File: src/source/ttc_cfg.svh
// ttc trigger subsystem constants: sizes, widths and register map
`ifndef TTC_CFG_SVH
`define TTC_CFG_SVH

`define NUM_CHAN    5        // digitizer channels
`define BURST_W     23       // burst count per waveform
`define WFM_W       12       // waveforms per fill
`define RO_W        22       // readout size in bursts
`define OCC_W       24       // stored-burst counter, wide enough for full capacity
`define TRIG_W      24       // trigger number and event count
`define TS_W        44       // timestamp in ttc clocks
`define AXI_AW      8
`define DDR3_BURSTS 8388608  // capacity per channel in bursts
`define FIFO_DEPTH  16

// register byte addresses
`define ADDR_CTRL     8'h00
`define ADDR_THRES    8'h04
`define ADDR_BURST0   8'h10  // one word per channel
`define ADDR_WFM0     8'h30  // one word per channel
`define ADDR_TRIG_NUM 8'h50
`define ADDR_OVF_CNT  8'h54
`define ADDR_STATUS   8'h58

`endif
File: src/source/ttc_pkg.sv
// shared types for the ttc trigger subsystem: FSM state, trigger record, control word
`include "ttc_cfg.svh"

package ttc_pkg;

  // one-hot receiver state
  typedef enum logic [3:0] {
    st_idle            = 4'b0001,
    st_send_trigger    = 4'b0010,
    st_store_trig_info = 4'b0100,
    st_error           = 4'b1000  // hard error, left only by reset
  } ttc_state_t;

  // 128-bit word for the trigger processor
  typedef struct packed {
    logic [32:0]        reserved;     // always zero
    logic               empty_event;  // trigger answered without data
    logic [1:0]         trig_type;
    logic [`TRIG_W-1:0] event_cnt;    // accepted events, starts at 1
    logic [`TRIG_W-1:0] trig_num;     // all triggers, starts at 1
    logic [`TS_W-1:0]   timestamp;
  } trig_record_t;

  // control register, stored raw and decoded as fields
  typedef union packed {
    logic [31:0] raw;
    struct packed {
      logic [31-8-`NUM_CHAN:0] spare;
      logic [`NUM_CHAN-1:0]    chan_en;        // enabled channels
      logic [7:0]              trig_settings;  // set bit blocks that type
    } f;
  } ctrl_reg_t;

endpackage

File: src/source/ttc_cfg_if.sv
// configuration bundle from the register block to the receiver and occupancy tracker
`include "ttc_cfg.svh"

interface ttc_cfg_if;
  import ttc_pkg::*;

  ctrl_reg_t                             ctrl;
  logic [31:0]                           thres_ddr3_overflow;  // warning level in bursts
  logic [`NUM_CHAN-1:0][`BURST_W-1:0]    burst_count;  // bursts per waveform
  logic [`NUM_CHAN-1:0][`WFM_W-1:0]      wfm_count;    // waveforms per acquisition

  modport regs (
    output ctrl, thres_ddr3_overflow, burst_count, wfm_count
  );

  modport rcv (
    input ctrl
  );

  modport occ (
    input ctrl, thres_ddr3_overflow, burst_count, wfm_count
  );

endinterface

File: src/source/ddr3_occupancy.sv
// ddr3 occupancy tracker: stored bursts per channel, full check and overflow warning
`include "ttc_cfg.svh"

module ddr3_occupancy (
  input  logic             clk,
  input  logic             reset,
  ttc_cfg_if.occ           cfg,
  input  logic             acq_trigger,   // acquisition started
  input  logic             readout_done,  // one event left ddr3
  input  logic [`RO_W-1:0] readout_size,  // bursts freed by it
  output logic             ddr3_full,
  output logic             ddr3_overflow_warning
);
  localparam int SIZE_W = `BURST_W + `WFM_W + 1;  // full product, no truncation

  logic [`NUM_CHAN-1:0][SIZE_W-1:0] acq_size;  // bursts one trigger writes
  logic [`NUM_CHAN-1:0][`OCC_W-1:0] stored;    // bursts still waiting for readout
  logic [`NUM_CHAN-1:0]             chan_full;
  logic [`NUM_CHAN-1:0]             chan_warn;

  always_comb begin
    for (int i = 0; i < `NUM_CHAN; i++) begin
      // waveforms times (bursts + header), plus two trailer bursts
      acq_size[i]  = (cfg.burst_count[i] + 1) * cfg.wfm_count[i] + 2;
      // stored never exceeds capacity, so no underflow here
      chan_full[i] = cfg.ctrl.f.chan_en[i] & ((`DDR3_BURSTS - stored[i]) < acq_size[i]);
      chan_warn[i] = stored[i] > cfg.thres_ddr3_overflow;
    end
  end

  assign ddr3_full             = |chan_full;
  assign ddr3_overflow_warning = |chan_warn;  // any channel, enabled or not

  always_ff @(posedge clk) begin
    if (reset) begin
      stored <= '0;
    end else begin
      for (int i = 0; i < `NUM_CHAN; i++) begin
        if (cfg.ctrl.f.chan_en[i]) begin
          if (acq_trigger && !readout_done)
            stored[i] <= stored[i] + acq_size[i][`OCC_W-1:0];  // fits, trigger was not full
          else if (readout_done && !acq_trigger)
            stored[i] <= stored[i] - readout_size;
          // both at once: counters hold
        end
      end
    end
  end

endmodule

File: src/flat_wrapper.sv
// flat-port wrapper written by rule: the top's interface ports become plain ports
module ddr3_occupancy_flat 
  (clk, reset, acq_trigger, readout_done, readout_size, ddr3_full, ddr3_overflow_warning, cfg_ctrl, cfg_thres_ddr3_overflow, cfg_burst_count, cfg_wfm_count);
  ttc_cfg_if cfg_i ();
  input  logic clk;
  input  logic reset;
  input  logic acq_trigger;
  input  logic readout_done;
  input  logic [`RO_W-1:0] readout_size;
  output logic ddr3_full;
  output logic ddr3_overflow_warning;
  input wire logic [$bits(cfg_i.ctrl)-1:0] cfg_ctrl;
  input wire logic [$bits(cfg_i.thres_ddr3_overflow)-1:0] cfg_thres_ddr3_overflow;
  input wire logic [$bits(cfg_i.burst_count)-1:0] cfg_burst_count;
  input wire logic [$bits(cfg_i.wfm_count)-1:0] cfg_wfm_count;
  assign cfg_i.ctrl = cfg_ctrl;
  assign cfg_i.thres_ddr3_overflow = cfg_thres_ddr3_overflow;
  assign cfg_i.burst_count = cfg_burst_count;
  assign cfg_i.wfm_count = cfg_wfm_count;
  ddr3_occupancy u_core (.clk(clk), .reset(reset), .cfg(cfg_i), .acq_trigger(acq_trigger), .readout_done(readout_done), .readout_size(readout_size), .ddr3_full(ddr3_full), .ddr3_overflow_warning(ddr3_overflow_warning));
endmodule
File: config.mk
export PLATFORM = sky130hd
export DESIGN_NAME = ddr3_occupancy_flat
export DESIGN_NICKNAME = d
export VERILOG_FILES = /design/src/source/ttc_pkg.sv /design/src/source/ttc_cfg_if.sv /design/src/source/ddr3_occupancy.sv /design/src/flat_wrapper.sv
export VERILOG_INCLUDE_DIRS = /design/src /design/src/source
export SDC_FILE = /design/constraint.sdc
export NUM_CORES = 2
export LEC_CHECK = 0
export ABC_AREA = 1
export BUFFER_PORTS_ARGS = -buffer_cell sky130_fd_sc_hd__buf_2
export CORE_MARGIN = 3
export CORE_UTILIZATION = 41
export CTS_CLUSTER_SIZE = 10
export DETAILED_ROUTE_END_ITERATION = 7
export SLEW_MARGIN = 5
export SYNTH_ARGS = -nofsm -noshare
export SYNTH_HDL_FRONTEND = slang
export SYNTH_SLANG_ARGS = --single-unit
File: constraint.sdc
create_clock -name clk -period 13.12 [get_ports clk]
set_clock_uncertainty 0.05 [all_clocks]
set_input_delay 2.624 -clock clk [delete_from_list [all_inputs] [get_ports clk]]
set_output_delay 2.624 -clock clk [all_outputs]
set_load 0.05 [all_outputs]
==> flow_metrics.tcl <==
set metrics [dict create \
    setup_viol 0 \
    dieArea_sq_um 175000 \
    vias_per_cell 5.15 \
    yosys_warnings 0 \
    synth_fp_nets 12300 \
    nets 12800 \
    worst_setup_path_end_kind "output pin" \
    largest_reg_flops 120 \
    row_count 150 \
    antenna_left 0 \
    htreeDepth 4 \
    dr.pass1.iters 6 \
    grt_pass1_vias 66600 \
    final_common_cell "nand2_1" \
    cts_made_buffers 17 \
    seqCellArea_sq_um 2400 \
    synth_flop_cell "dfxtp_1" \
    holdPathStages 2 \
    rsz0062_at_grt "yes" \
    grt_overflow 0 \
    crit_type "primary input to output pin" \
    path_clk_slew_ns 0.06 \
    tightestPinTransition_ns 1.21 \
    area_delta_synth_final_pct 11.1 \
    dpl.hpwl_microns 187000 \
    io_pins 267 \
    antenna_found_initial 10 \
    n_fill_cell 17300 \
    grt_pass1_wl_microns 353000 \
    clock-sinks 120 \
    cap_violations 0 \
    drc 0 \
    via_count 65900 \
    finalCritPeriodShare_pct 98.4 \
    reg2reg_depth 11 \
    ctsLongestPathBuffers 2 \
    drt-initial-drc-count 4315 \
    wl_microns 219000 \
    max_freq_ghz 0.0774 \
    cp_slowest_cell "fa_1" \
    reg_top3 "u_core.stored x120" \
    slew_viol_final 0 \
    max_slew_margin_pct 19.0 \
    cts_tree "done" \
    place_congestion 0.923 \
    max_stage_delay_ns 0.55 \
    crit_fanout 4 \
    async_flop_share_pct 0 \
    crit_arrival_ns 10.24 \
    tns_ns 0 \
    status "completed" \
    hp-class "flip-flop to flip-flop" \
    root_buffer "clkbuf_16" \
    finalHoldViolCount 0 \
    setup.worst_path.start_class "primary input" \
    die_h_microns 419 \
    min_period_ns 12.91 \
    multiInputGateArea_sq_um 58700 \
    mostFrequentLayoutCells "2349 x nand2_1, 2264 x inv_1, 1103 x fa_1" \
    syn-mean-instance-area_sq_um 6.92 \
    critical_path_required_ns 10.45 \
    drive_above_1_share_pct 8.96 \
    synth_edf_count 0 \
    ys_seq_elements 120 \
    die_width_microns 419 \
    clk_latency_ns 0.50 \
    start_util_pct 41.5 \
    seq_area_frac_synth_pct 3.44 \
    netlist_area_sq_um 69900 \
    top_register "u_core.stored" \
    grt_max_degree 70 \
    synth_cell_type_count 53 \
    cp_common_cell "fa_1" \
    routedWlPerCell_microns 17.1 \
    core_region_area_sq_um 168000 \
    postSynthCellCount 10100 \
    io_buffers 239 \
    groute.usage.overall_pct 25.1 \
]
metrics by stage:
| step | utilization, % | hold slack, ns | cell area (sq um) | cells | worst slack [ns] |
|---|---|---|---|---|---|
| final | 46.1 | 0.508 | 77600 | 12800 | 0.207 |
| after global placement | 45.2 | 0.491 | 76100 | 12700 | -0.307 |
| after detailed placement | 45.2 | 0.501 | 76100 | 12700 | -0.323 |
| after global routing | 46.1 | 0.555 | 77600 | 12800 | -0.168 |
| after CTS | 45.6 | 0.511 | 76700 | 12800 | 0.0602 |
| after floorplan | - | 0.450 | 69900 | 10100 | 1.18 |
cell usage after synthesis (3+ instances only):
master,number,area (sq um)
a211oi_1,15,113
a21boi_0,22,165
a21o_1,38,285
a21oi_1,548,2740
a31o_2,9,78.8
a31oi_1,21,131
and2_1,9,56.3
buf_1,8,30.0
buf_2,3,15.0
buf_4,3,22.5
clkbuf_1,183,687
clkinv_1,63,236
dfxtp_1,120,2400
fa_1,1105,22100
ha_1,806,10100
inv_1,2271,8520
inv_2,5,18.8
nand2_1,2374,8910
nand3_1,370,1850
nand3b_1,5,37.5
nand4_1,151,945
nor2_1,955,3580
nor2_2,4,25.0
nor3_1,141,706
nor3_2,7,70.1
nor4_1,40,250
o211ai_1,44,330
o21a_1,29,218
o21ai_0,303,1520
o21bai_1,23,173
o221ai_1,12,105
o31ai_1,9,67.6
or2_2,49,307
xnor2_1,108,946
xor2_1,217,1900
per-layer routing:
metal	global-route usage (%)	vias to the layer above	wire (microns)	part of all wire [%]
met3	2.29	342	11400	5.2
met1	33.2	31800	95200	44
met4	8.40	6	8180	3.7
li1	-	31900	-	-
met5	0	-	43	0.020
met2	43.0	1856	104000	47
area by class of cell:
class / count / share of cell area [%]
flip-flops and latches: 120 / 3.09
well taps: 2204 / 3.55
diodes: 5 / 0.0161
clock inverters: 12 / 0.197
clock buffers: 19 / 0.571
multi-input cells: 7439 / 75.6
inverters: 2339 / 11.4
repair buffers: 660 / 5.63
kinds of logic after synthesis:
group                      count (synthesis)  synth area share (%)
AOI/OAI and AO/OA                       1083                  8.59
xor gates and xnor gates                 325                  4.07
adders and majority gates               1911                  46.1
buffers and inverters                   2536                  13.6
DFF                                      120                  3.44
and+or+nand+nor                         4120                  24.2
worst max-delay path, delay by kind of cell:
kind | cells | cell delay, ns
buffers and inverters | 9 | 0.81
AND/OR/NAND/NOR | 17 | 2.50
adder cells (fa/ha/maj) | 7 | 3.23
AO/OA/AOI/OAI | 5 | 0.87
XOR/XNOR | 1 | 0.17
final timing paths:
check | to | slack [ns] | start
worst min register to register | u_core.stored[72] | 0.51 | u_core.stored[72]
worst max register to register | u_core.stored[58] | 10.26 | u_core.stored[48]
worst min-delay path | u_core.stored[72] | 0.51 | u_core.stored[72]
worst max-delay path | ddr3_full | 0.21 | cfg_burst_count[69]
repair_timing:
action | 4_1_cts | 5_1_grt
setup endpoints to repair | 1 | 1
gates resized for setup | 14 | 194
setup buffers | 0 | 26
gates cloned | 0 | 0
hold buffers | 0 | 0
endpoints found under the hold margin | 0 | 0
pin swaps | 1 | 72
Power is not shown: default switching activity piles up to over one toggle a cycle in this logic, so the estimate is an artifact.
