[src/source/ttc_cfg.svh]
// ttc trigger subsystem constants: sizes, widths and register map
`ifndef TTC_CFG_SVH
`define TTC_CFG_SVH

`define NUM_CHAN    5        // digitizer channels
`define BURST_W     23       // burst count per waveform
`define WFM_W       12       // waveforms per fill
`define RO_W        22       // readout size in bursts
`define OCC_W       24       // stored-burst counter, wide enough for full capacity
`define TRIG_W      24       // trigger number and event count
`define TS_W        44       // timestamp in ttc clocks
`define AXI_AW      8
`define DDR3_BURSTS 8388608  // capacity per channel in bursts
`define FIFO_DEPTH  16

// register byte addresses
`define ADDR_CTRL     8'h00
`define ADDR_THRES    8'h04
`define ADDR_BURST0   8'h10  // one word per channel
`define ADDR_WFM0     8'h30  // one word per channel
`define ADDR_TRIG_NUM 8'h50
`define ADDR_OVF_CNT  8'h54
`define ADDR_STATUS   8'h58

`endif
[src/source/ttc_pkg.sv]
// shared types for the ttc trigger subsystem: FSM state, trigger record, control word
`include "ttc_cfg.svh"

package ttc_pkg;

  // one-hot receiver state
  typedef enum logic [3:0] {
    st_idle            = 4'b0001,
    st_send_trigger    = 4'b0010,
    st_store_trig_info = 4'b0100,
    st_error           = 4'b1000  // hard error, left only by reset
  } ttc_state_t;

  // 128-bit word for the trigger processor
  typedef struct packed {
    logic [32:0]        reserved;     // always zero
    logic               empty_event;  // trigger answered without data
    logic [1:0]         trig_type;
    logic [`TRIG_W-1:0] event_cnt;    // accepted events, starts at 1
    logic [`TRIG_W-1:0] trig_num;     // all triggers, starts at 1
    logic [`TS_W-1:0]   timestamp;
  } trig_record_t;

  // control register, stored raw and decoded as fields
  typedef union packed {
    logic [31:0] raw;
    struct packed {
      logic [31-8-`NUM_CHAN:0] spare;
      logic [`NUM_CHAN-1:0]    chan_en;        // enabled channels
      logic [7:0]              trig_settings;  // set bit blocks that type
    } f;
  } ctrl_reg_t;

endpackage

[src/source/trig_info_fifo.sv]
// synchronous FIFO queueing trigger records for the trigger processor
module trig_info_fifo #(
  parameter int DEPTH = 16
) (
  input  logic                  clk,
  input  logic                  reset,
  input  logic                  push_valid,
  output logic                  push_ready,
  input  ttc_pkg::trig_record_t push_data,
  output logic                  pop_valid,
  input  logic                  pop_ready,
  output ttc_pkg::trig_record_t pop_data
);
  import ttc_pkg::*;

  localparam int AW = $clog2(DEPTH);

  trig_record_t  mem [DEPTH];
  logic [AW-1:0] wr_ptr;
  logic [AW-1:0] rd_ptr;
  logic [AW:0]   count;    // entries held
  logic          do_push;
  logic          do_pop;

  assign push_ready = (count != DEPTH);  // not full
  assign pop_valid  = (count != 0);      // not empty
  assign do_push    = push_valid & push_ready;
  assign do_pop     = pop_valid & pop_ready;
  assign pop_data   = mem[rd_ptr];

  always_ff @(posedge clk) begin
    if (do_push)
      mem[wr_ptr] <= push_data;
  end

  always_ff @(posedge clk) begin
    if (reset) begin
      wr_ptr <= '0;
      rd_ptr <= '0;
      count  <= '0;
    end else begin
      if (do_push)
        wr_ptr <= (wr_ptr == AW'(DEPTH - 1)) ? '0 : wr_ptr + 1'b1;
      if (do_pop)
        rd_ptr <= (rd_ptr == AW'(DEPTH - 1)) ? '0 : rd_ptr + 1'b1;
      case ({do_push, do_pop})
        2'b10:   count <= count + 1'b1;
        2'b01:   count <= count - 1'b1;
        default: count <= count;  // none, or both at once
      endcase
    end
  end

endmodule

[config.mk]
export PLATFORM = sky130hd
export DESIGN_NAME = trig_info_fifo
export DESIGN_NICKNAME = d
export VERILOG_FILES = /design/src/source/ttc_pkg.sv /design/src/source/trig_info_fifo.sv
export VERILOG_INCLUDE_DIRS = /design/src /design/src/source
export SDC_FILE = /design/constraint.sdc
export NUM_CORES = 1
export LEC_CHECK = 0
export BUFFER_PORTS_ARGS = -buffer_cell sky130_fd_sc_hd__buf_2
export CELL_PAD_IN_SITES_DETAIL_PLACEMENT = 0
export CELL_PAD_IN_SITES_GLOBAL_PLACEMENT = 1
export CORE_MARGIN = 1
export CORE_UTILIZATION = 55
export DETAILED_ROUTE_END_ITERATION = 12
export GPL_TIMING_DRIVEN = 0
export HOLD_SLACK_MARGIN = 0.03
export PLACE_DENSITY_LB_ADDON = 0.08
export REMOVE_ABC_BUFFERS = 1
export SETUP_SLACK_MARGIN = 0.5
export SLEW_MARGIN = 20
export SYNTH_ARGS = -nofsm -noshare
export SYNTH_HDL_FRONTEND = slang
export SYNTH_SLANG_ARGS = --single-unit
[constraint.sdc]
create_clock -name clk -period 13.3 [get_ports clk]
set_input_delay 0.665 -clock clk [delete_from_list [all_inputs] [get_ports clk]]
set_output_delay 0.665 -clock clk [all_outputs]
set_load 0.05 [all_outputs]
==> run metrics, run 1 <==
Post-synth ARST share=0%; pwr/cell area=182 nW/um^2; Slowest-stage cell, CP=dfxtp_4; clk sinks=2065; share of layout cells above drive strength 1=33.2%; routability cong.=0.695; worst vdd ir=0.000166 V; WP buf/inv=6; data arrival time of the critical path=4170 ps; Yosys cell types=44; Mean Syn Cell Area=23.7 um^2; Hold Fails Final Rpt=0; Least-Margin Pin Slew=1160 ps; Synth Instances=3255; R2R Path End=mem[0][91]; combinational fraction of design power=22.0%; worst hold endpoint=mem[8][81]; Reg-to-Reg Start=count[2]; Clock Power Share=32.8%; CTS Buf Count=203; Initial Utilization=55.4%; Sequential Power Share=45.2%; Clock Pin Slew Worst Setup and Hold Paths=60 ps; Max stage delay on crit path=610 ps; Chip Height=377 um; Worst Skew=13.1 ps; Synth area leader=edfxtp_1; EDFF count, synth=2048; element type at the critical path start=flop; Pwr Total=16.6 mW; first-pass GRT wire length=256000 um; sequential area share after synthesis=80.0%; Slew Viols, Final=0; # port buffers=261; minimum clock period=4830 ps; fin crit share=36.3%; drc violations=0; Wirelength per Cell=30.4 um; HP Start=push_data[81]; outcome=finished clean; relative slew slack=22.8%; Mapped Area=77300 um^2; HPWL Detailed=116000 um; Final setup viols=0; Fmax achieved=207 MHz; HP Class=in2reg; most frequent CP cell=buf_16; Setup CP Type=reg2out; YS warnings=0; Placed Cells=5469; fin cells=5851; final core occ=65.4%; DRT iter0 DRCs=3750; Worst-Skew Late Latency=790 ps; sw frac=27.6%; CP endpoint kind=output port; critical path's top delay family=buffers and inverters; H-tree levels=4; Antenna Nets Post-Route=0; Row Count=137; Tot GR Track Use=25.5%; worst hold path cell count=1; io pins=262; first-pass iteration count of the detailed router=8; vias in the first global route=38.0k; Die Wd=377 um; Vias/cell=6.21; most frequent cell after synthesis=edfxtp_1; clock buffer depth=3; Nets=3938; setup_tns=0 ps; internal power=12.0 mW; RSZ-0062 raised after global routing=no; max-cap viol count=0; pin count of the biggest net entering global routing=53; top cell type's share of synthesized area=79.6%; crit path max fanout=36; Post-CTS Setup Bufs=0; CP required=12640 ps; hold_buf cts=0; Fill cells=9025; NetSw=4.57 mW; final wirelength=178000 um; Synth top cells by count=edfxtp_1, mux4_2, a22oi_1; R2R depth=11; Main synth FF type=edfxtp_1; Leak=28.9 nW; synthesis-to-finish area growth=18.1%; Congestion Overflow GR=0; Yosys reg bits=2065; DIE AREA=142000 um^2; CTS tree=yes; largest cells by area after synthesis=edfxtp_1, mux4_2, a22oi_1, nand2_1, dfxtp_1; Core Box Area=140000 um^2; # resized after CTS=0; crit-path cells=buf_16 > buf_16 > buf_16 > buf_16 > buf_16 > mux4_2 > a22oi_1 > nand2_1 > buf_2; initial antenna violation count=35; root buf cell=clkbuf_16; R2R setup slack=9850 ps; total number of vias=36.3k
-- layer usage --
metal | vias to the layer above | global-route usage [%] | wire length (um)
met2 | 1353 | 42.1 | 89600
met1 | 19500 | 35.2 | 70600
met3 | 300 | 5.44 | 14000
met4 | 26 | 6.24 | 3680
li1 | 15200 | - | -
met5 | - | 0 | 156
-- logic make-up after synthesis --
family / count (synthesis) / share of synthesized area [%]
flops: 2065 / 80.0
buf+inv: 184 / 1.11
fa+ha+maj: 8 / 0.130
mux: 518 / 15.0
simple gates: 195 / 1.07
compound gates: 279 / 2.62
xor+xnor: 6 / 0.0680
-- power groups by stage --
| stage | clock [mW] | sequential, mW | combinational [mW] |
|---|---|---|---|
| floorplan | 0 | 7.97 | 3.41 |
| global placement | 0 | 8.13 | 4.00 |
| detailed placement | 0 | 7.63 | 3.70 |
| CTS | 5.53 | 7.49 | 3.71 |
| global route | 5.76 | 7.51 | 3.88 |
| finish | 5.43 | 7.49 | 3.65 |
-- stage by stage --
step	hold slack [ps]	cell area (um^2)	setup slack, ps
6_report	231	91300	8470
3_3_place_gp	486	80100	-18490
5_1_grt	196	91200	8110
3_5_place_dp	509	84900	9180
4_1_cts	155	91200	8290
2_1_floorplan	465	76500	-10100
-- placed cells by master (no fill, tap or decap), types with 3 or more instances in the layout --
cell type     n
edfxtp_1   2048
mux4_2      512
buf_2       261
clkbuf_16   209
a22oi_1     208
nand2_1     112
buf_16       95
buf_4        83
clkinv_1     68
buf_12       63
clkbuf_1     51
o22ai_1      48
nor2_1       33
clkinv_2     23
nor2_4       14
dfxtp_1      14
bufinv_16    14
buf_6        12
diode_2      11
ha_1          8
inv_1         7
nand2b_1      7
a21oi_1       6
xor2_1        5
mux2i_1       5
nor2b_4       4
nor3_2        4
o21ai_0       4
clkbuf_8      4
dfxtp_4       3
-- worst max-delay path by stage --
stage / slack, ps / cells past startpoint / to
after global routing: 8110 / 9 / pop_data[36]
after floorplan: -10100 / 3 / pop_data[119]
final: 8470 / 9 / pop_data[36]
after CTS: 8290 / 9 / pop_data[36]
after detailed placement: 9180 / 9 / pop_data[36]
after global placement: -18490 / 4 / pop_data[68]
-- cell type report --
class / instances / area (um^2) / share of cell area (%)
Inverter: 7 / 26.3 / 0.0288
Antenna cell: 11 / 27.5 / 0.0302
Clock inverter: 107 / 806 / 0.883
Timing Repair Buffer: 515 / 5960 / 6.53
Clock buffer: 264 / 5480 / 6.00
Multi-Input combinational cell: 1006 / 14800 / 16.2
Tap cell: 1876 / 2350 / 2.57
Sequential cell: 2065 / 61900 / 67.8
-- flip-flops by register name (all words and copies together) (netlist names), named ones only --
signal / cells
mem: 2048
count: 5
wr_ptr: 4
rd_ptr: 4
Note: power is estimated with default switching activity, not from simulation.
==> inputs of run 2 (changes only) <==
clock period = 5 ns   (was 13.3 ns; I/O delays follow)
==> run 2 against run 1 <==
Effect of this change: sequential power rose to 2.7 times the previous value; worst setup slack worse by 7600 ps; core utilization grew 0.95 points; non-clock buffer count rose by 134; first-iteration DRC count fell by 4.3%; die area is the same; critical path type unchanged; global-route usage is 0.15 points higher; sequential share of layout area is 0.97 points lower; clock skew increased by 1.7 ps; register-to-register slack worse by 8300 ps.
==> run metrics, run 2 (synthesized netlist as in run 1, its figures left out) <==
outcome=finished clean; commonest non-fill, non-tap cell in the layout=edfxtp_1; Multi-input gate area=14800 um^2; first-pass iteration count of the detailed router=5; # port buffers=261; R2R Path End=mem[1][121]; # resized after CTS=0; R2R depth=11; Initial Utilization=55.4%; data arrival time of the critical path=3870 ps; Setup CP Type=reg2out; share of layout cells above drive strength 1=32.2%; Fill cells=8943; fin crit share=82.3%; commonest non-fill, non-tap cells in the layout=edfxtp_1, mux4_2, buf_2, clkbuf_16, a22oi_1; final wirelength=179000 um; worst hold endpoint=mem[8][119]; HPWL Detailed=116000 um; vias in the first global route=38.7k; io pins=262; H-tree levels=4; Final setup viols=0; Fmax achieved=243 MHz; final core occ=66.3%; initial antenna violation count=13; worst hold path cell count=2; Die Wd=377 um; minimum clock period=4120 ps; HP Start=push_data[119]; routability cong.=0.695; Antenna Nets Post-Route=0; Vias/cell=6.16; Hold Fails Final Rpt=0; CTS Buf Count=203; largest reg by FF count=mem; synthesis-to-finish area growth=19.8%; CTS tree=yes; Reg-to-Reg Start=count[2]; Tot GR Track Use=25.6%; Worst-Skew Late Latency=790 ps; first-pass GRT wire length=258000 um; CP required=4750 ps; drc violations=0; HP Class=in2reg; max-cap viol count=0; clock buffer depth=3; Nets=4072; crit path max fanout=36; DRT iter0 DRCs=3590; Row Count=137; Leak=29.5 nW; total number of vias=36.8k; pin count of the biggest net entering global routing=53; setup_tns=0 ps; RSZ-0062 raised after global routing=no; largest registers=mem: 2048 flops, count: 5 flops; max FFs per register=2048; Least-Margin Pin Slew=1130 ps; FF+latch area=61900 um^2; DIE AREA=142000 um^2; element type at the critical path start=flop; Chip Height=377 um; CP endpoint kind=output port; Slew Viols, Final=0; Core Box Area=140000 um^2; PnR worst setup slack=883 ps; clk sinks=2065; R2R setup slack=1580 ps; worst vdd ir=0.000441 V; root buf cell=clkbuf_16; Wirelength per Cell=29.9 um; Worst Skew=14.8 ps; relative slew slack=24.2%; pre-CTS WS=1300 ps; pwr/cell area=478 nW/um^2; Clock Pin Slew Worst Setup and Hold Paths=60 ps; Congestion Overflow GR=0
==> run 2: cell count changes in the layout (fill, tap and decap cells not counted) <==
cell	before	now
buf_4	83	85
diode_2	11	4
dlygate4sd3_1	0	132
==> run 2: worst max-delay path, stage by stage, from the launching register on <==
cell and delay [ps]:
dfxtp_4 370, buf_16 240, buf_16 300, buf_16 310, buf_16 310, buf_16 310, mux4_2 540, a22oi_1 250
nand2_1 130, buf_2 230
==> run 2: worst max-delay path by stage <==
stage / startpoint / end
2_1_floorplan: flop / pop_data[119]
3_3_place_gp: flop / pop_data[68]
3_5_place_dp: flop / pop_data[36]
4_1_cts: flop / pop_data[36]
5_1_grt: flop / pop_data[36]
6_report: flop / pop_data[36]
==> run 2: what timing repair did <==
| item | 4_1_cts | 5_1_grt |
|---|---|---|
| endpoints found under the hold margin | 2065 | 0 |
| hold buffers | 132 | 0 |
| setup buffers | 2 | 0 |
| setup endpoints to repair | 9 | 0 |
==> run 2: layout make-up <==
type,count,area share [%]
multi-input cells,1006,15.9
clock inverters,107,0.870
clock buffers,264,5.92
flip-flops and latches,2065,66.8
inverters,7,0.0284
well taps,1876,2.54
diodes,4,0.0108
repair buffers,649,7.88
==> run 2: routing by layer <==
layer | up-vias | global-route usage, % | routed length (um)
met5 | - | 0 | 70
met4 | 12 | 6.35 | 3620
met3 | 267 | 5.01 | 12700
met2 | 1332 | 42.3 | 90200
met1 | 19800 | 35.6 | 72300
li1 | 15400 | - | -
==> run 2: power by group <==
group | switching (mW) | leakage [nW] | internal, mW
sequential | 0.215 | 18.6 | 19.7
combinational | 5.88 | 7.78 | 3.98
clock | 6.09 | 3.06 | 8.36
==> run 2: through the flow <==
stage | cell area (um^2) | cells | total power [mW] | hold WS [ps]
6_report | 92600 | 5978 | 44.2 | 360
5_1_grt | 92600 | 5975 | 45.7 | 339
4_1_cts | 92600 | 5974 | 44.6 | 282
3_5_place_dp | 84900 | 5469 | 30.1 | 509
3_3_place_gp | 80100 | 5215 | 26.4 | 486
2_1_floorplan | 76500 | 3078 | 26.5 | 319
