<file path="src/source/ttc_cfg.svh">
// ttc trigger subsystem constants: sizes, widths and register map
`ifndef TTC_CFG_SVH
`define TTC_CFG_SVH

`define NUM_CHAN    5        // digitizer channels
`define BURST_W     23       // burst count per waveform
`define WFM_W       12       // waveforms per fill
`define RO_W        22       // readout size in bursts
`define OCC_W       24       // stored-burst counter, wide enough for full capacity
`define TRIG_W      24       // trigger number and event count
`define TS_W        44       // timestamp in ttc clocks
`define AXI_AW      8
`define DDR3_BURSTS 8388608  // capacity per channel in bursts
`define FIFO_DEPTH  16

// register byte addresses
`define ADDR_CTRL     8'h00
`define ADDR_THRES    8'h04
`define ADDR_BURST0   8'h10  // one word per channel
`define ADDR_WFM0     8'h30  // one word per channel
`define ADDR_TRIG_NUM 8'h50
`define ADDR_OVF_CNT  8'h54
`define ADDR_STATUS   8'h58

`endif
</file>
<file path="src/source/ttc_pkg.sv">
// shared types for the ttc trigger subsystem: FSM state, trigger record, control word
`include "ttc_cfg.svh"

package ttc_pkg;

  // one-hot receiver state
  typedef enum logic [3:0] {
    st_idle            = 4'b0001,
    st_send_trigger    = 4'b0010,
    st_store_trig_info = 4'b0100,
    st_error           = 4'b1000  // hard error, left only by reset
  } ttc_state_t;

  // 128-bit word for the trigger processor
  typedef struct packed {
    logic [32:0]        reserved;     // always zero
    logic               empty_event;  // trigger answered without data
    logic [1:0]         trig_type;
    logic [`TRIG_W-1:0] event_cnt;    // accepted events, starts at 1
    logic [`TRIG_W-1:0] trig_num;     // all triggers, starts at 1
    logic [`TS_W-1:0]   timestamp;
  } trig_record_t;

  // control register, stored raw and decoded as fields
  typedef union packed {
    logic [31:0] raw;
    struct packed {
      logic [31-8-`NUM_CHAN:0] spare;
      logic [`NUM_CHAN-1:0]    chan_en;        // enabled channels
      logic [7:0]              trig_settings;  // set bit blocks that type
    } f;
  } ctrl_reg_t;

endpackage

</file>
<file path="src/source/ttc_cfg_if.sv">
// configuration bundle from the register block to the receiver and occupancy tracker
`include "ttc_cfg.svh"

interface ttc_cfg_if;
  import ttc_pkg::*;

  ctrl_reg_t                             ctrl;
  logic [31:0]                           thres_ddr3_overflow;  // warning level in bursts
  logic [`NUM_CHAN-1:0][`BURST_W-1:0]    burst_count;  // bursts per waveform
  logic [`NUM_CHAN-1:0][`WFM_W-1:0]      wfm_count;    // waveforms per acquisition

  modport regs (
    output ctrl, thres_ddr3_overflow, burst_count, wfm_count
  );

  modport rcv (
    input ctrl
  );

  modport occ (
    input ctrl, thres_ddr3_overflow, burst_count, wfm_count
  );

endinterface

</file>
<file path="src/source/ttc_csr_axil.sv">
// axi4-lite register block: trigger configuration registers and status readback
`include "ttc_cfg.svh"

module ttc_csr_axil (
  input  logic                clk,
  input  logic                reset,
  // write address and data
  input  logic [`AXI_AW-1:0]  awaddr,
  input  logic                awvalid,
  output logic                awready,
  input  logic [31:0]         wdata,
  input  logic                wvalid,
  output logic                wready,
  output logic [1:0]          bresp,
  output logic                bvalid,
  input  logic                bready,
  // read
  input  logic [`AXI_AW-1:0]  araddr,
  input  logic                arvalid,
  output logic                arready,
  output logic [31:0]         rdata,
  output logic [1:0]          rresp,
  output logic                rvalid,
  input  logic                rready,
  ttc_cfg_if.regs             cfg,
  // status sources
  input  logic [`TRIG_W-1:0]  trig_num,
  input  logic [31:0]         ddr3_overflow_count,
  input  ttc_pkg::ttc_state_t state,
  input  logic                ddr3_overflow_warning,
  input  logic                error_trig_rate
);
  logic        busy;      // one access in flight
  logic        wr_start;
  logic        rd_start;
  logic [31:0] rd_word;

  assign busy     = awready | bvalid | arready | rvalid;
  assign wr_start = awvalid & wvalid & ~busy;  // address and data together
  assign rd_start = arvalid & ~busy & ~(awvalid & wvalid);  // write wins a tie
  assign bresp    = 2'b00;  // always OKAY
  assign rresp    = 2'b00;

  // handshake flags
  always_ff @(posedge clk) begin
    if (reset) begin
      awready <= 1'b0;
      wready  <= 1'b0;
      bvalid  <= 1'b0;
      arready <= 1'b0;
      rvalid  <= 1'b0;
    end else begin
      awready <= wr_start;  // single-cycle pulses
      wready  <= wr_start;
      arready <= rd_start;
      if (awready)
        bvalid <= 1'b1;
      else if (bready)
        bvalid <= 1'b0;
      if (arready)
        rvalid <= 1'b1;
      else if (rready)
        rvalid <= 1'b0;
    end
  end

  // register writes on the handshake cycle
  always_ff @(posedge clk) begin
    if (reset) begin
      cfg.ctrl.raw            <= '0;
      cfg.thres_ddr3_overflow <= '0;
      cfg.burst_count         <= '0;
      cfg.wfm_count           <= '0;
    end else if (awready) begin
      if (awaddr == `ADDR_CTRL)
        cfg.ctrl.raw <= wdata;
      if (awaddr == `ADDR_THRES)
        cfg.thres_ddr3_overflow <= wdata;
      for (int i = 0; i < `NUM_CHAN; i++) begin
        if (awaddr == `ADDR_BURST0 + 4 * i)
          cfg.burst_count[i] <= wdata[`BURST_W-1:0];
        if (awaddr == `ADDR_WFM0 + 4 * i)
          cfg.wfm_count[i] <= wdata[`WFM_W-1:0];
      end
    end
  end

  // read mux, unmapped reads return zero
  always_comb begin
    rd_word = '0;
    case (araddr)
      `ADDR_CTRL:     rd_word = cfg.ctrl.raw;
      `ADDR_THRES:    rd_word = cfg.thres_ddr3_overflow;
      `ADDR_TRIG_NUM: rd_word = 32'(trig_num);
      `ADDR_OVF_CNT:  rd_word = ddr3_overflow_count;
      `ADDR_STATUS:   rd_word = {26'd0, error_trig_rate, ddr3_overflow_warning, state};
      default:        rd_word = '0;
    endcase
    for (int i = 0; i < `NUM_CHAN; i++) begin
      if (araddr == `ADDR_BURST0 + 4 * i)
        rd_word = 32'(cfg.burst_count[i]);
      if (araddr == `ADDR_WFM0 + 4 * i)
        rd_word = 32'(cfg.wfm_count[i]);
    end
  end

  always_ff @(posedge clk) begin
    if (arready)
      rdata <= rd_word;  // held with rvalid
  end

endmodule

</file>
<file path="src/flat_wrapper.sv">
// flat-port wrapper written by rule: the top's interface ports become plain ports
module ttc_csr_axil_flat 
  (clk, reset, awaddr, awvalid, awready, wdata, wvalid, wready, bresp, bvalid, bready, araddr, arvalid, arready, rdata, rresp, rvalid, rready, trig_num, ddr3_overflow_count, state, ddr3_overflow_warning, error_trig_rate, cfg_ctrl, cfg_thres_ddr3_overflow, cfg_burst_count, cfg_wfm_count);
  ttc_cfg_if cfg_i ();
  input  logic clk;
  input  logic reset;
  input  logic [`AXI_AW-1:0] awaddr;
  input  logic awvalid;
  output logic awready;
  input  logic [31:0] wdata;
  input  logic wvalid;
  output logic wready;
  output logic [1:0] bresp;
  output logic bvalid;
  input  logic bready;
  input  logic [`AXI_AW-1:0] araddr;
  input  logic arvalid;
  output logic arready;
  output logic [31:0] rdata;
  output logic [1:0] rresp;
  output logic rvalid;
  input  logic rready;
  input  logic [`TRIG_W-1:0] trig_num;
  input  logic [31:0] ddr3_overflow_count;
  input  ttc_pkg::ttc_state_t state;
  input  logic ddr3_overflow_warning;
  input  logic error_trig_rate;
  output wire logic [$bits(cfg_i.ctrl)-1:0] cfg_ctrl;
  output wire logic [$bits(cfg_i.thres_ddr3_overflow)-1:0] cfg_thres_ddr3_overflow;
  output wire logic [$bits(cfg_i.burst_count)-1:0] cfg_burst_count;
  output wire logic [$bits(cfg_i.wfm_count)-1:0] cfg_wfm_count;
  assign cfg_ctrl = cfg_i.ctrl;
  assign cfg_thres_ddr3_overflow = cfg_i.thres_ddr3_overflow;
  assign cfg_burst_count = cfg_i.burst_count;
  assign cfg_wfm_count = cfg_i.wfm_count;
  ttc_csr_axil u_core (.clk(clk), .reset(reset), .awaddr(awaddr), .awvalid(awvalid), .awready(awready), .wdata(wdata), .wvalid(wvalid), .wready(wready), .bresp(bresp), .bvalid(bvalid), .bready(bready), .araddr(araddr), .arvalid(arvalid), .arready(arready), .rdata(rdata), .rresp(rresp), .rvalid(rvalid), .rready(rready), .cfg(cfg_i), .trig_num(trig_num), .ddr3_overflow_count(ddr3_overflow_count), .state(state), .ddr3_overflow_warning(ddr3_overflow_warning), .error_trig_rate(error_trig_rate));
endmodule
</file>
<file path="config.mk">
export PLATFORM = sky130hd
export DESIGN_NAME = ttc_csr_axil_flat
export DESIGN_NICKNAME = d
export VERILOG_FILES = /design/src/source/ttc_pkg.sv /design/src/source/ttc_cfg_if.sv /design/src/source/ttc_csr_axil.sv /design/src/flat_wrapper.sv
export VERILOG_INCLUDE_DIRS = /design/src /design/src/source
export SDC_FILE = /design/constraint.sdc
export NUM_CORES = 1
export LEC_CHECK = 0
export ABC_AREA = 0
export BUFFER_PORTS_ARGS = -buffer_cell sky130_fd_sc_hd__buf_2
export CAP_MARGIN = 20
export CORE_ASPECT_RATIO = 1.75
export CORE_MARGIN = 1
export CORE_UTILIZATION = 45
export CTS_BUF_LIST = sky130_fd_sc_hd__clkbuf_2
export DETAILED_ROUTE_END_ITERATION = 10
export GPL_TIMING_DRIVEN = 1
export MAX_ROUTING_LAYER = met4
export PLACE_DENSITY = 0.75
export SLEW_MARGIN = 15
export SYNTH_ARGS = -nofsm -noshare
export SYNTH_HDL_FRONTEND = slang
export SYNTH_SLANG_ARGS = --single-unit
</file>
<file path="constraint.sdc">
create_clock -name clk -period 2.2 [get_ports clk]
set_input_delay 0.44 -clock clk [delete_from_list [all_inputs] [get_ports clk]]
set_output_delay 0.44 -clock clk [all_outputs]
set_load 0.005 [all_outputs]
</file>
==> out/qor.txt <==
status: complete, no violations
syn_area_per_cell: 8.08 sq um
Final setup viols: 0
DR iter-0 viols: 1,187
Synth Area in Adders: 0
slew margin rel.: 0.601
Clk pin slew, worst setup/hold paths: 0.12 ns
Routed Antenna Nets: 0
Layout area overhead: 35.6%
mapped cell area: 0.0124 sq mm
Peak supply drop: 0.000485 V
FFs w/ async S/R, synth: 0
Worst EP arrival: 1.69 ns
first-pass GRT wire length: 81.7 mm
CP Class: flop to primary output
GR Overflow Total: 0
Final Hold Vio Count: 0
vias per cell: 5.73
Starting Density: 0.457
DRC: 0
vias in the first global route: 13,839
Syn Inst Count: 1,539
Post-synth EDFFs: 32
cell area after layout: 0.0169 sq mm
WL final: 56.0 mm
crit-path max cell delay: 0.54 ns
Clock Root Buffer: clkbuf_2
Logic pwr share: 0.096
CP bufs+invs: 1
Worst setup EP type: primary output
TritonRoute pass-1 iters: 6
routability cong.: 1.04
Final Power: 0.00916 W
Achievable Freq: 469 MHz
DIE AREA: 0.0283 sq mm
Buffers on Ports: 392
xor/xnor share of the synthesized area: 0
synth unique cells: 67
Placement Cell Area: 0.0156 sq mm
clock share of power: 0.344
Power Density: 543 mW/mm^2
Main synth FF type: dfxtp_1
Util after Layout: 0.620
MaxCap Viol Count: 0
WL/cell: 22.4 microns
CTS buffer count: 61
Synth Area in Compound Gates: 0.190
worst path required time: 1.76 ns
area occupied by multi-input gates: 0.00600 sq mm
combinational family with the most area after synthesis: simple AND/OR/NAND/NOR gates
largest net degree at the start of global routing: 91
nets@finish: 2,193
IO Count: 397
FP Rows: 80
GRT Total Usage: 0.400
CP max stage cell: dfxtp_1
setup TNS: 0 ns
post-CTS setup buffer count: 0
sequential share of the synthesized area: 0.468
CP Cell Sequence: buf_2
Max Slew Vio Count: 0
die height: 222 microns
number of H-tree levels: 2
fin crit period: 2.13 ns
placed wire-length estimate: 41.4 mm
flops & latches, synth: 275
CP delay by family, top: flip-flops
critical-path maximum fanout: 3
RSZ-0062 raised after global routing: false
Synth Warn #: 0
Slew @ Worst Pin: 0.591 ns
Storage cell area: 0.00583 sq mm
worst min-delay path class: primary input to flop
antenna violations before repair: 7
fraction of synthesized area in multiplexers: 0.0751
CORE AREA: 0.0272 sq mm
CTS sink count: 275
chip width: 128 microns
Filler Cell Count: 2,497
crit start category: flop
Int Power: 0.00654 W
Placed Cells: 2,311
LEAKAGE: 7.38 nW
Final period util: 0.969
Sw Ratio: 0.285
Skew-Pair Late Insertion Delay: 0.97 ns
Synth Area in Simple Gates: 0.213
non-filler instance count after layout: 2,496
routed via count: 14,290
Psw: 0.00261 W
share of cells above drive strength 1: 0.315
TritonCTS clock tree: done
Clock Tree Buf Depth: 3
Worst Skew: 0.0458 ns
Flop pwr share: 0.560
[power groups by stage]
stage / clock [W] / sequential, W / combinational, W
6_report: 0.00315 / 0.00513 / 0.000881
5_1_grt: 0.00338 / 0.00513 / 0.000919
4_1_cts: 0.00318 / 0.00513 / 0.000855
3_5_place_dp: 0 / 0.00524 / 0.000761
3_3_place_gp: 0 / 0.00524 / 0.000757
2_1_floorplan: 0 / 0.00524 / 0.000309
[metal layers]
layer	up-vias	GRT usage	routed length [microns]
met3	229	0.0726	4500
met2	908	0.700	28800
li1	6426	-	-
met1	6727	0.396	18400
met5	-	-	0
met4	0	0.277	4260
[registers in the layout, summed over array words and instances, names as in the netlist]
register and count:
u_core.cfg.ctrl 32, u_core.awready 1, u_core.arready 1, u_core.cfg.burst_count 115, u_core.rvalid 1, u_core.bvalid 1, u_core.cfg.thres_ddr3_overflow 32, u_core.rdata 32
u_core.cfg.wfm_count 60
[cells by family (layout without fill, tap and decap cells)]
logic type	after synthesis	in the layout
compound gates	400	400
flops	275	275
mux	78	78
simple gates	628	628
other cells	1	11
buf+inv	157	735
[final cells by class]
cell class / count / area share
Inverter: 21 / 0.00467
Tap cell: 369 / 0.0274
Multi-Input combinational cell: 1110 / 0.356
Sequential cell: 275 / 0.346
Clock inverter: 19 / 0.00490
Antenna cell: 7 / 0.00104
Timing Repair Buffer: 607 / 0.235
Clock buffer: 88 / 0.0261
[per-stage QoR]
stage / setup slack [ns] / hold WS [ns]
global placement: -0.136 / 0.452
finish: 0.0689 / 0.0712
detailed placement: -0.149 / 0.457
CTS: 0.0273 / 0.00172
global route: 0.0387 / 0.0404
floorplan: 0.111 / 0.462
[cells in the mapped netlist (9+ instances only)]
master / count / area [sq um]
a21oi_1: 241 / 1210
a222oi_1: 18 / 180
a22oi_1: 32 / 240
a31oi_1: 11 / 68.8
buf_2: 30 / 150
clkbuf_1: 90 / 338
dfxtp_1: 243 / 4860
edfxtp_1: 32 / 961
inv_1: 21 / 78.8
mux2i_1: 64 / 641
mux4_2: 12 / 270
nand2_1: 413 / 1550
nand3_1: 12 / 60.1
nor2_1: 130 / 488
nor3_1: 11 / 55.1
o21ai_0: 37 / 185
o22ai_1: 9 / 56.3
[worst paths after layout]
path / startpoint / endpoint / slack, ns / depth (start not counted)
max: u_core.cfg.burst_count[54] / cfg_burst_count[54] / 0.07 / 1
min: awaddr[5] / u_core.cfg.ctrl[12] / 0.07 / 5
max reg2reg: u_core.awready / u_core.cfg.ctrl[6] / 0.21 / 8
min reg2reg: u_core.cfg.thres_ddr3_overflow[7] / u_core.cfg.thres_ddr3_overflow[7] / 0.47 / 2
[cell usage in the layout (no fill, tap or decap), types with 8 or more instances in the layout]
master,count
nand2_1,413
buf_2,391
dfxtp_1,242
a21oi_1,241
nor2_1,129
buf_4,128
clkbuf_2,88
dlygate4sd3_1,71
mux2i_1,64
o21ai_0,37
a22oi_1,32
edfxtp_1,32
inv_1,21
a222oi_1,18
buf_12,16
mux4_2,12
nand3_1,12
a31oi_1,11
nor3_1,10
clkinv_1,10
o22ai_1,9
and2_1,8
a211oi_1,8
[what timing repair did]
item                                    in CTS  in global routing
pin swaps                                    0                  0
hold buffers                                71                  0
endpoints found under the setup margin       1                 86
endpoints found under the hold margin      260                  0
gates cloned                                 0                  0
resized for setup                            1                  1
Note: power is estimated with default switching activity, not from simulation.
