### config.mk
export PLATFORM = sky130hd
export DESIGN_NAME = ttc_trigger_receiver_flat
export DESIGN_NICKNAME = d
export VERILOG_FILES = /design/src/source/ttc_pkg.sv /design/src/source/ttc_cfg_if.sv /design/src/source/ttc_trigger_receiver.sv /design/src/flat_wrapper.sv
export VERILOG_INCLUDE_DIRS = /design/src /design/src/source
export SDC_FILE = /design/constraint.sdc
export NUM_CORES = 1
export LEC_CHECK = 0
export ABC_CLOCK_PERIOD_IN_PS = 9900
export BUFFER_PORTS_ARGS = -buffer_cell sky130_fd_sc_hd__buf_2
export CAP_MARGIN = 20
export CELL_PAD_IN_SITES_DETAIL_PLACEMENT = 1
export CELL_PAD_IN_SITES_GLOBAL_PLACEMENT = 1
export CORE_MARGIN = 5
export CORE_UTILIZATION = 40
export CTS_CLUSTER_SIZE = 12
export DETAILED_ROUTE_END_ITERATION = 6
export MAX_ROUTING_LAYER = met4
export PLACE_DENSITY_LB_ADDON = 0.1
export SLEW_MARGIN = 25
export SYNTH_ARGS = -nofsm -noshare
export SYNTH_HDL_FRONTEND = slang
export SYNTH_SLANG_ARGS = --single-unit
### constraint.sdc
create_clock -name clk -period 9.9 [get_ports clk]
set_input_delay 0.99 -clock clk [delete_from_list [all_inputs] [get_ports clk]]
set_output_delay 0.99 -clock clk [all_outputs]
set_load 0.005 [all_outputs]
### src/source/ttc_cfg.svh
// ttc trigger subsystem constants: sizes, widths and register map
`ifndef TTC_CFG_SVH
`define TTC_CFG_SVH

`define NUM_CHAN    5        // digitizer channels
`define BURST_W     23       // burst count per waveform
`define WFM_W       12       // waveforms per fill
`define RO_W        22       // readout size in bursts
`define OCC_W       24       // stored-burst counter, wide enough for full capacity
`define TRIG_W      24       // trigger number and event count
`define TS_W        44       // timestamp in ttc clocks
`define AXI_AW      8
`define DDR3_BURSTS 8388608  // capacity per channel in bursts
`define FIFO_DEPTH  16

// register byte addresses
`define ADDR_CTRL     8'h00
`define ADDR_THRES    8'h04
`define ADDR_BURST0   8'h10  // one word per channel
`define ADDR_WFM0     8'h30  // one word per channel
`define ADDR_TRIG_NUM 8'h50
`define ADDR_OVF_CNT  8'h54
`define ADDR_STATUS   8'h58

`endif
### src/source/ttc_pkg.sv
// shared types for the ttc trigger subsystem: FSM state, trigger record, control word
`include "ttc_cfg.svh"

package ttc_pkg;

  // one-hot receiver state
  typedef enum logic [3:0] {
    st_idle            = 4'b0001,
    st_send_trigger    = 4'b0010,
    st_store_trig_info = 4'b0100,
    st_error           = 4'b1000  // hard error, left only by reset
  } ttc_state_t;

  // 128-bit word for the trigger processor
  typedef struct packed {
    logic [32:0]        reserved;     // always zero
    logic               empty_event;  // trigger answered without data
    logic [1:0]         trig_type;
    logic [`TRIG_W-1:0] event_cnt;    // accepted events, starts at 1
    logic [`TRIG_W-1:0] trig_num;     // all triggers, starts at 1
    logic [`TS_W-1:0]   timestamp;
  } trig_record_t;

  // control register, stored raw and decoded as fields
  typedef union packed {
    logic [31:0] raw;
    struct packed {
      logic [31-8-`NUM_CHAN:0] spare;
      logic [`NUM_CHAN-1:0]    chan_en;        // enabled channels
      logic [7:0]              trig_settings;  // set bit blocks that type
    } f;
  } ctrl_reg_t;

endpackage

### src/source/ttc_cfg_if.sv
// configuration bundle from the register block to the receiver and occupancy tracker
`include "ttc_cfg.svh"

interface ttc_cfg_if;
  import ttc_pkg::*;

  ctrl_reg_t                             ctrl;
  logic [31:0]                           thres_ddr3_overflow;  // warning level in bursts
  logic [`NUM_CHAN-1:0][`BURST_W-1:0]    burst_count;  // bursts per waveform
  logic [`NUM_CHAN-1:0][`WFM_W-1:0]      wfm_count;    // waveforms per acquisition

  modport regs (
    output ctrl, thres_ddr3_overflow, burst_count, wfm_count
  );

  modport rcv (
    input ctrl
  );

  modport occ (
    input ctrl, thres_ddr3_overflow, burst_count, wfm_count
  );

endinterface

### src/source/ttc_trigger_receiver.sv
// ttc trigger receiver FSM: passes or blocks triggers and builds trigger records
`include "ttc_cfg.svh"

module ttc_trigger_receiver (
  input  logic                  clk,                   // 40 MHz ttc clock
  input  logic                  reset,
  input  logic                  reset_trig_num,        // ttc channel b resets
  input  logic                  reset_trig_timestamp,
  input  logic                  trigger,
  input  logic [1:0]            trig_type,             // muon fill, laser, pedestal
  ttc_cfg_if.rcv                cfg,
  input  logic                  acq_ready,             // channels can take a trigger
  input  logic                  ddr3_full,
  output logic                  acq_trigger,
  output logic [1:0]            acq_trig_type,
  output logic [`TRIG_W-1:0]    acq_trig_num,
  output logic                  push_valid,
  input  logic                  push_ready,
  output ttc_pkg::trig_record_t push_data,
  output ttc_pkg::ttc_state_t   state,
  output logic [`TRIG_W-1:0]    trig_num,              // next trigger number
  output logic [31:0]           ddr3_overflow_count,   // triggers refused for space
  output logic                  error_trig_rate
);
  import ttc_pkg::*;

  logic               accept;          // trigger taken in idle
  logic               blocked;         // type masked in trig_settings
  logic [`TRIG_W-1:0] event_cnt;       // accepted events, starts at 1
  logic [`TS_W-1:0]   ts_cnt;          // free-running clock count
  logic [`TS_W-1:0]   trig_timestamp;  // ts_cnt latched at trigger

  assign accept          = (state == st_idle) & trigger;
  assign blocked         = cfg.ctrl.f.trig_settings[acq_trig_type];
  assign acq_trigger     = (state == st_send_trigger) & acq_ready & ~blocked & ~ddr3_full;
  assign error_trig_rate = (state == st_error);

  always_ff @(posedge clk) begin
    if (reset) begin
      state               <= st_idle;
      push_valid          <= 1'b0;
      acq_trig_type       <= 2'd0;
      ddr3_overflow_count <= '0;
    end else begin
      unique case (state)
        st_idle: begin
          if (trigger) begin
            acq_trig_type <= trig_type;
            state         <= st_send_trigger;
          end
        end
        st_send_trigger: begin
          if (!acq_ready) begin
            state <= st_error;  // trigger came while still acquiring
          end else begin
            if (!blocked && ddr3_full)
              ddr3_overflow_count <= ddr3_overflow_count + 1;
            push_valid <= 1'b1;  // record goes out next cycle
            state      <= st_store_trig_info;
          end
        end
        st_store_trig_info: begin
          if (push_ready) begin
            push_valid <= 1'b0;
            state      <= st_idle;
          end
        end
        st_error: state <= st_error;
        default:  state <= st_error;
      endcase
    end
  end

  // numbering restarts at 1
  always_ff @(posedge clk) begin
    if (reset || reset_trig_num) begin
      trig_num     <= 1;
      acq_trig_num <= 1;
      event_cnt    <= 1;
    end else begin
      if (accept) begin
        acq_trig_num <= trig_num;
        trig_num     <= trig_num + 1;
      end
      if (acq_trigger)
        event_cnt <= event_cnt + 1;  // passed triggers only
    end
  end

  always_ff @(posedge clk) begin
    if (reset || reset_trig_timestamp) begin
      ts_cnt         <= '0;
      trig_timestamp <= '0;
    end else begin
      ts_cnt <= ts_cnt + 1;
      if (accept)
        trig_timestamp <= ts_cnt;
    end
  end

  // record built while the decision is made
  always_ff @(posedge clk) begin
    if (state == st_send_trigger) begin
      push_data.reserved    <= '0;
      push_data.empty_event <= blocked | ddr3_full;
      push_data.trig_type   <= acq_trig_type;
      push_data.event_cnt   <= event_cnt;  // count before this event
      push_data.trig_num    <= acq_trig_num;
      push_data.timestamp   <= trig_timestamp;
    end
  end

endmodule

### src/flat_wrapper.sv
// flat-port wrapper written by rule: the top's interface ports become plain ports
module ttc_trigger_receiver_flat import ttc_pkg::*;
  (clk, reset, reset_trig_num, reset_trig_timestamp, trigger, trig_type, acq_ready, ddr3_full, acq_trigger, acq_trig_type, acq_trig_num, push_valid, push_ready, push_data, state, trig_num, ddr3_overflow_count, error_trig_rate, cfg_ctrl);
  ttc_cfg_if cfg_i ();
  input  logic clk;
  input  logic reset;
  input  logic reset_trig_num;
  input  logic reset_trig_timestamp;
  input  logic trigger;
  input  logic [1:0] trig_type;
  input  logic acq_ready;
  input  logic ddr3_full;
  output logic acq_trigger;
  output logic [1:0] acq_trig_type;
  output logic [`TRIG_W-1:0] acq_trig_num;
  output logic push_valid;
  input  logic push_ready;
  output ttc_pkg::trig_record_t push_data;
  output ttc_pkg::ttc_state_t state;
  output logic [`TRIG_W-1:0] trig_num;
  output logic [31:0] ddr3_overflow_count;
  output logic error_trig_rate;
  input wire logic [$bits(cfg_i.ctrl)-1:0] cfg_ctrl;
  assign cfg_i.ctrl = cfg_ctrl;
  ttc_trigger_receiver u_core (.clk(clk), .reset(reset), .reset_trig_num(reset_trig_num), .reset_trig_timestamp(reset_trig_timestamp), .trigger(trigger), .trig_type(trig_type), .cfg(cfg_i), .acq_ready(acq_ready), .ddr3_full(ddr3_full), .acq_trigger(acq_trigger), .acq_trig_type(acq_trig_type), .acq_trig_num(acq_trig_num), .push_valid(push_valid), .push_ready(push_ready), .push_data(push_data), .state(state), .trig_num(trig_num), .ddr3_overflow_count(ddr3_overflow_count), .error_trig_rate(error_trig_rate));
endmodule
==> flow_results.xml <==
<?xml version="1.0" encoding="UTF-8"?>
<metrics>
  <group name="timing">
    <metric name="post-route-min-period" unit="ps">4020</metric>
    <metric name="fin_max_slew_vios" unit="">0</metric>
    <metric name="max_slew.worst_pin.slew" unit="ps">994</metric>
    <metric name="grt_setup_unrepaired" unit="">no</metric>
    <metric name="max-slew-margin-rel" unit="">0.331</metric>
    <metric name="hold_viol" unit="">0</metric>
    <metric name="final.hold.worst_slack" unit="ps">427</metric>
    <metric name="fin_ws" unit="ps">5880</metric>
    <metric name="number_of_setup_violations_in_the_final_report" unit="">0</metric>
    <metric name="part_of_the_cycle_the_worst_path_needs" unit="">0.406</metric>
    <metric name="fmax" unit="MHz">249</metric>
    <metric name="totalNegativeSetupSlack" unit="ps">0</metric>
    <metric name="fin_skew" unit="ps">17.3</metric>
  </group>
  <group name="global_route">
    <metric name="antenna_found_initial" unit="">0</metric>
    <metric name="grt_first_pass_wirelength" unit="mm">45.5</metric>
    <metric name="number_of_global_route_vias_before_repair" unit="">8759</metric>
    <metric name="global_route.usage.total" unit="">0.178</metric>
    <metric name="largest_net_degree_at_the_start_of_global_routing" unit="">89</metric>
    <metric name="globalRouteOverflowTotal" unit="">0</metric>
  </group>
  <group name="pwr">
    <metric name="worst_ir_drop_vdd" unit="mV">0.103</metric>
    <metric name="power_report.internal_total" unit="W">0.00205</metric>
    <metric name="clock_power_share" unit="">0.480</metric>
    <metric name="net-switching-power" unit="W">0.000560</metric>
    <metric name="sw_frac_of_total" unit="">0.215</metric>
    <metric name="p_per_area" unit="nW/um^2">190</metric>
    <metric name="pwr-share-comb" unit="">0.035</metric>
    <metric name="power_frac_seq" unit="">0.485</metric>
    <metric name="static-leakage-power" unit="nW">4.67</metric>
  </group>
  <group name="route">
    <metric name="firstDrtPassIters" unit="">4</metric>
    <metric name="vias" unit="">8697</metric>
    <metric name="wl_per_cell" unit="um">16.4</metric>
    <metric name="route.antenna.remaining_nets" unit="">0</metric>
    <metric name="avg_vias_per_cell" unit="">5.03</metric>
    <metric name="drt_iter0_drcs" unit="">343</metric>
    <metric name="routed_wl" unit="mm">28.3</metric>
    <metric name="post-route-drc-count" unit="">0</metric>
  </group>
  <group name="flow_run">
    <metric name="drv_cap" unit="">0</metric>
  </group>
  <group name="layout">
    <metric name="syn_to_final_growth" unit="%">20.5</metric>
    <metric name="final_core_util" unit="">0.492</metric>
    <metric name="final_cell_count_no_fill" unit="">1729</metric>
    <metric name="finish.net_count" unit="">1371</metric>
    <metric name="layout_commonest_cell" unit="">dfxtp_1</metric>
    <metric name="proportion_of_layout_cells_with_a_drive_suffix_above_1" unit="">0.201</metric>
    <metric name="most-common-layout-cells" unit="">dfxtp_1 (199), buf_2 (197), nand2_1 (193)</metric>
    <metric name="antenna_cells" unit="">0</metric>
  </group>
  <group name="worst_hold_path">
    <metric name="hold_path.class" unit="">flip-flop to flip-flop</metric>
  </group>
  <group name="clock_network">
    <metric name="cts.sinks" unit="">294</metric>
    <metric name="post_cts_resized" unit="">0</metric>
    <metric name="hold_buffers" unit="">0</metric>
    <metric name="clockRootBuffer" unit="">clkbuf_16</metric>
    <metric name="clock_latency" unit="ps">510</metric>
    <metric name="tritoncts.num_buffers" unit="">34</metric>
    <metric name="cts.clk_slew.worst_paths" unit="ps">60</metric>
    <metric name="ctsLongestPathBuffers" unit="">3</metric>
    <metric name="htree_num_levels" unit="">2</metric>
    <metric name="clock_tree_from_tritoncts" unit="">built</metric>
    <metric name="post-cts-setup-buffer-count" unit="">0</metric>
  </group>
  <group name="placed_design">
    <metric name="placedCellCount" unit="">1667</metric>
    <metric name="placement.setup.worst_slack" unit="ps">5870</metric>
    <metric name="dp_hpwl" unit="mm">19.0</metric>
    <metric name="port_buffers" unit="">197</metric>
    <metric name="finalWeightedCongestion" unit="">0.804</metric>
  </group>
  <group name="yosys">
    <metric name="async_flop_share" unit="">0</metric>
    <metric name="synth.lib_cells_used.distinct" unit="">47</metric>
    <metric name="edff_count_synth" unit="">95</metric>
    <metric name="synth_area" unit="um^2">11400</metric>
    <metric name="synth_area_per_cell" unit="um^2">10.0</metric>
    <metric name="netlist_instances" unit="">1136</metric>
    <metric name="synth_flop_cell" unit="">dfxtp_1</metric>
    <metric name="synth_sequential_area_ratio" unit="">0.599</metric>
    <metric name="ys_seq_elements" unit="">294</metric>
    <metric name="ys_warn_count" unit="">0</metric>
  </group>
  <group name="floorplan">
    <metric name="core_area" unit="um^2">27900</metric>
    <metric name="start_util" unit="">0.408</metric>
    <metric name="std_cell_rows" unit="">61</metric>
    <metric name="ioPinCount" unit="">259</metric>
    <metric name="floorplan.die_area" unit="um^2">32000</metric>
    <metric name="height_of_the_chip" unit="um">179</metric>
    <metric name="chipWidth" unit="um">179</metric>
  </group>
  <group name="critical_path">
    <metric name="setup.worst_path.end_class" unit="">output pin</metric>
    <metric name="cp-start-kind" unit="">input port</metric>
    <metric name="timing_worst_setup_path_type" unit="">input port to output pin</metric>
    <metric name="critPathArrivalTime" unit="ps">3030</metric>
    <metric name="critical_path_required" unit="ps">8910</metric>
    <metric name="timing.critical_path.fanout_max" unit="">18</metric>
  </group>
  <group name="run_status">
    <metric name="status" unit="">finished clean</metric>
  </group>
</metrics>
area by class of cell:
class / count / area, um^2
Clock buffer: 49 / 1020
Clock inverter: 13 / 113
Fill cell: 3190 / 14200
Inverter: 15 / 56.3
Multi-Input combinational cell: 775 / 4200
Sequential cell: 294 / 6840
Tap cell: 378 / 473
Timing Repair Buffer: 205 / 1050
path summary, 6_finish.rpt:
path | startpoint | endpoint | slack, ps | depth (start not counted)
setup / recovery | cfg_ctrl[3] | acq_trigger | 5880 | 5
hold / removal | u_core.trig_timestamp[0] | u_core.push_data[0] | 430 | 0
setup reg to reg | u_core.state[0] | u_core.ddr3_overflow_count[30] | 6850 | 6
hold reg to reg | u_core.trig_timestamp[0] | u_core.push_data[0] | 430 | 0
cells by family (layout without fill, tap and decap cells):
logic type,after synthesis,count (layout),synth area share
AO/OA/AOI/OAI,137,137,0.0625
XOR/XNOR,89,89,0.0683
adder cells (fa/ha/maj),4,4,0.00439
buffers and inverters,99,282,0.0439
flip-flops,294,294,0.599
multiplexers,3,3,0.00384
other,1,33,0.000329
AND/OR/NAND/NOR,509,509,0.217
per-layer routing:
metal	part of all wire	global-route usage
met5	0	-
met4	0.020	0.0508
met3	0.052	0.0293
met2	0.47	0.295
met1	0.45	0.226
critical path: stages:
cell and delay, ps:
buf_2 90, mux4_2 540, nand3b_1 670, nor2_1 530, buf_2 200
power groups by stage:
| stage | Sequential [W] | Clock [W] | Combinational (W) |
|---|---|---|---|
| 6_report | 0.00127 | 0.00125 | 0.0000917 |
| 5_1_grt | 0.00127 | 0.00135 | 0.000104 |
| 4_1_cts | 0.00127 | 0.00129 | 0.0000950 |
| 3_5_place_dp | 0.00129 | 0 | 0.0000945 |
| 3_3_place_gp | 0.00129 | 0 | 0.0000932 |
| 2_1_floorplan | 0.00129 | 0 | 0.0000614 |
state kept, by name (all words and copies together) (netlist names):
| register | cells |
|---|---|
| u_core.acq_trig_num | 24 |
| u_core.acq_trig_type | 2 |
| u_core.ddr3_overflow_count | 32 |
| u_core.event_cnt | 24 |
| u_core.push_data | 95 |
| u_core.push_valid | 1 |
| u_core.state | 4 |
| u_core.trig_num | 24 |
| u_core.trig_timestamp | 44 |
| u_core.ts_cnt | 44 |
synth_stat cells, drive strengths merged (3+ instances only):
cell type  number  area [um^2]
nor2          100          375
or2             5         31.3
nor2b           3         18.8
xnor2          57          499
and4           16          140
clkbuf         48          180
o21ai          26          130
or3            27          170
nand3          37          185
buf            36          264
edfxtp         95         2850
inv            15         56.3
nand4          36          240
dfxtp         199         3980
and3           12         75.1
nor4b           4         47.6
nor3           28          140
and2            9         56.3
nand2         194          728
o31ai           4         30.0
a21oi         101          505
ha              4         50.1
or4             9         72.6
nor4           21          131
xor2           32          280
metrics by stage:
step / area, um^2 / power, W
global placement: 12600 / 0.00138
global route: 13700 / 0.00272
finish: 13700 / 0.00261
detailed placement: 12600 / 0.00139
floorplan: 11500 / 0.00135
CTS: 13700 / 0.00265
No activity file was read; power rests on OpenSTA's default activity.
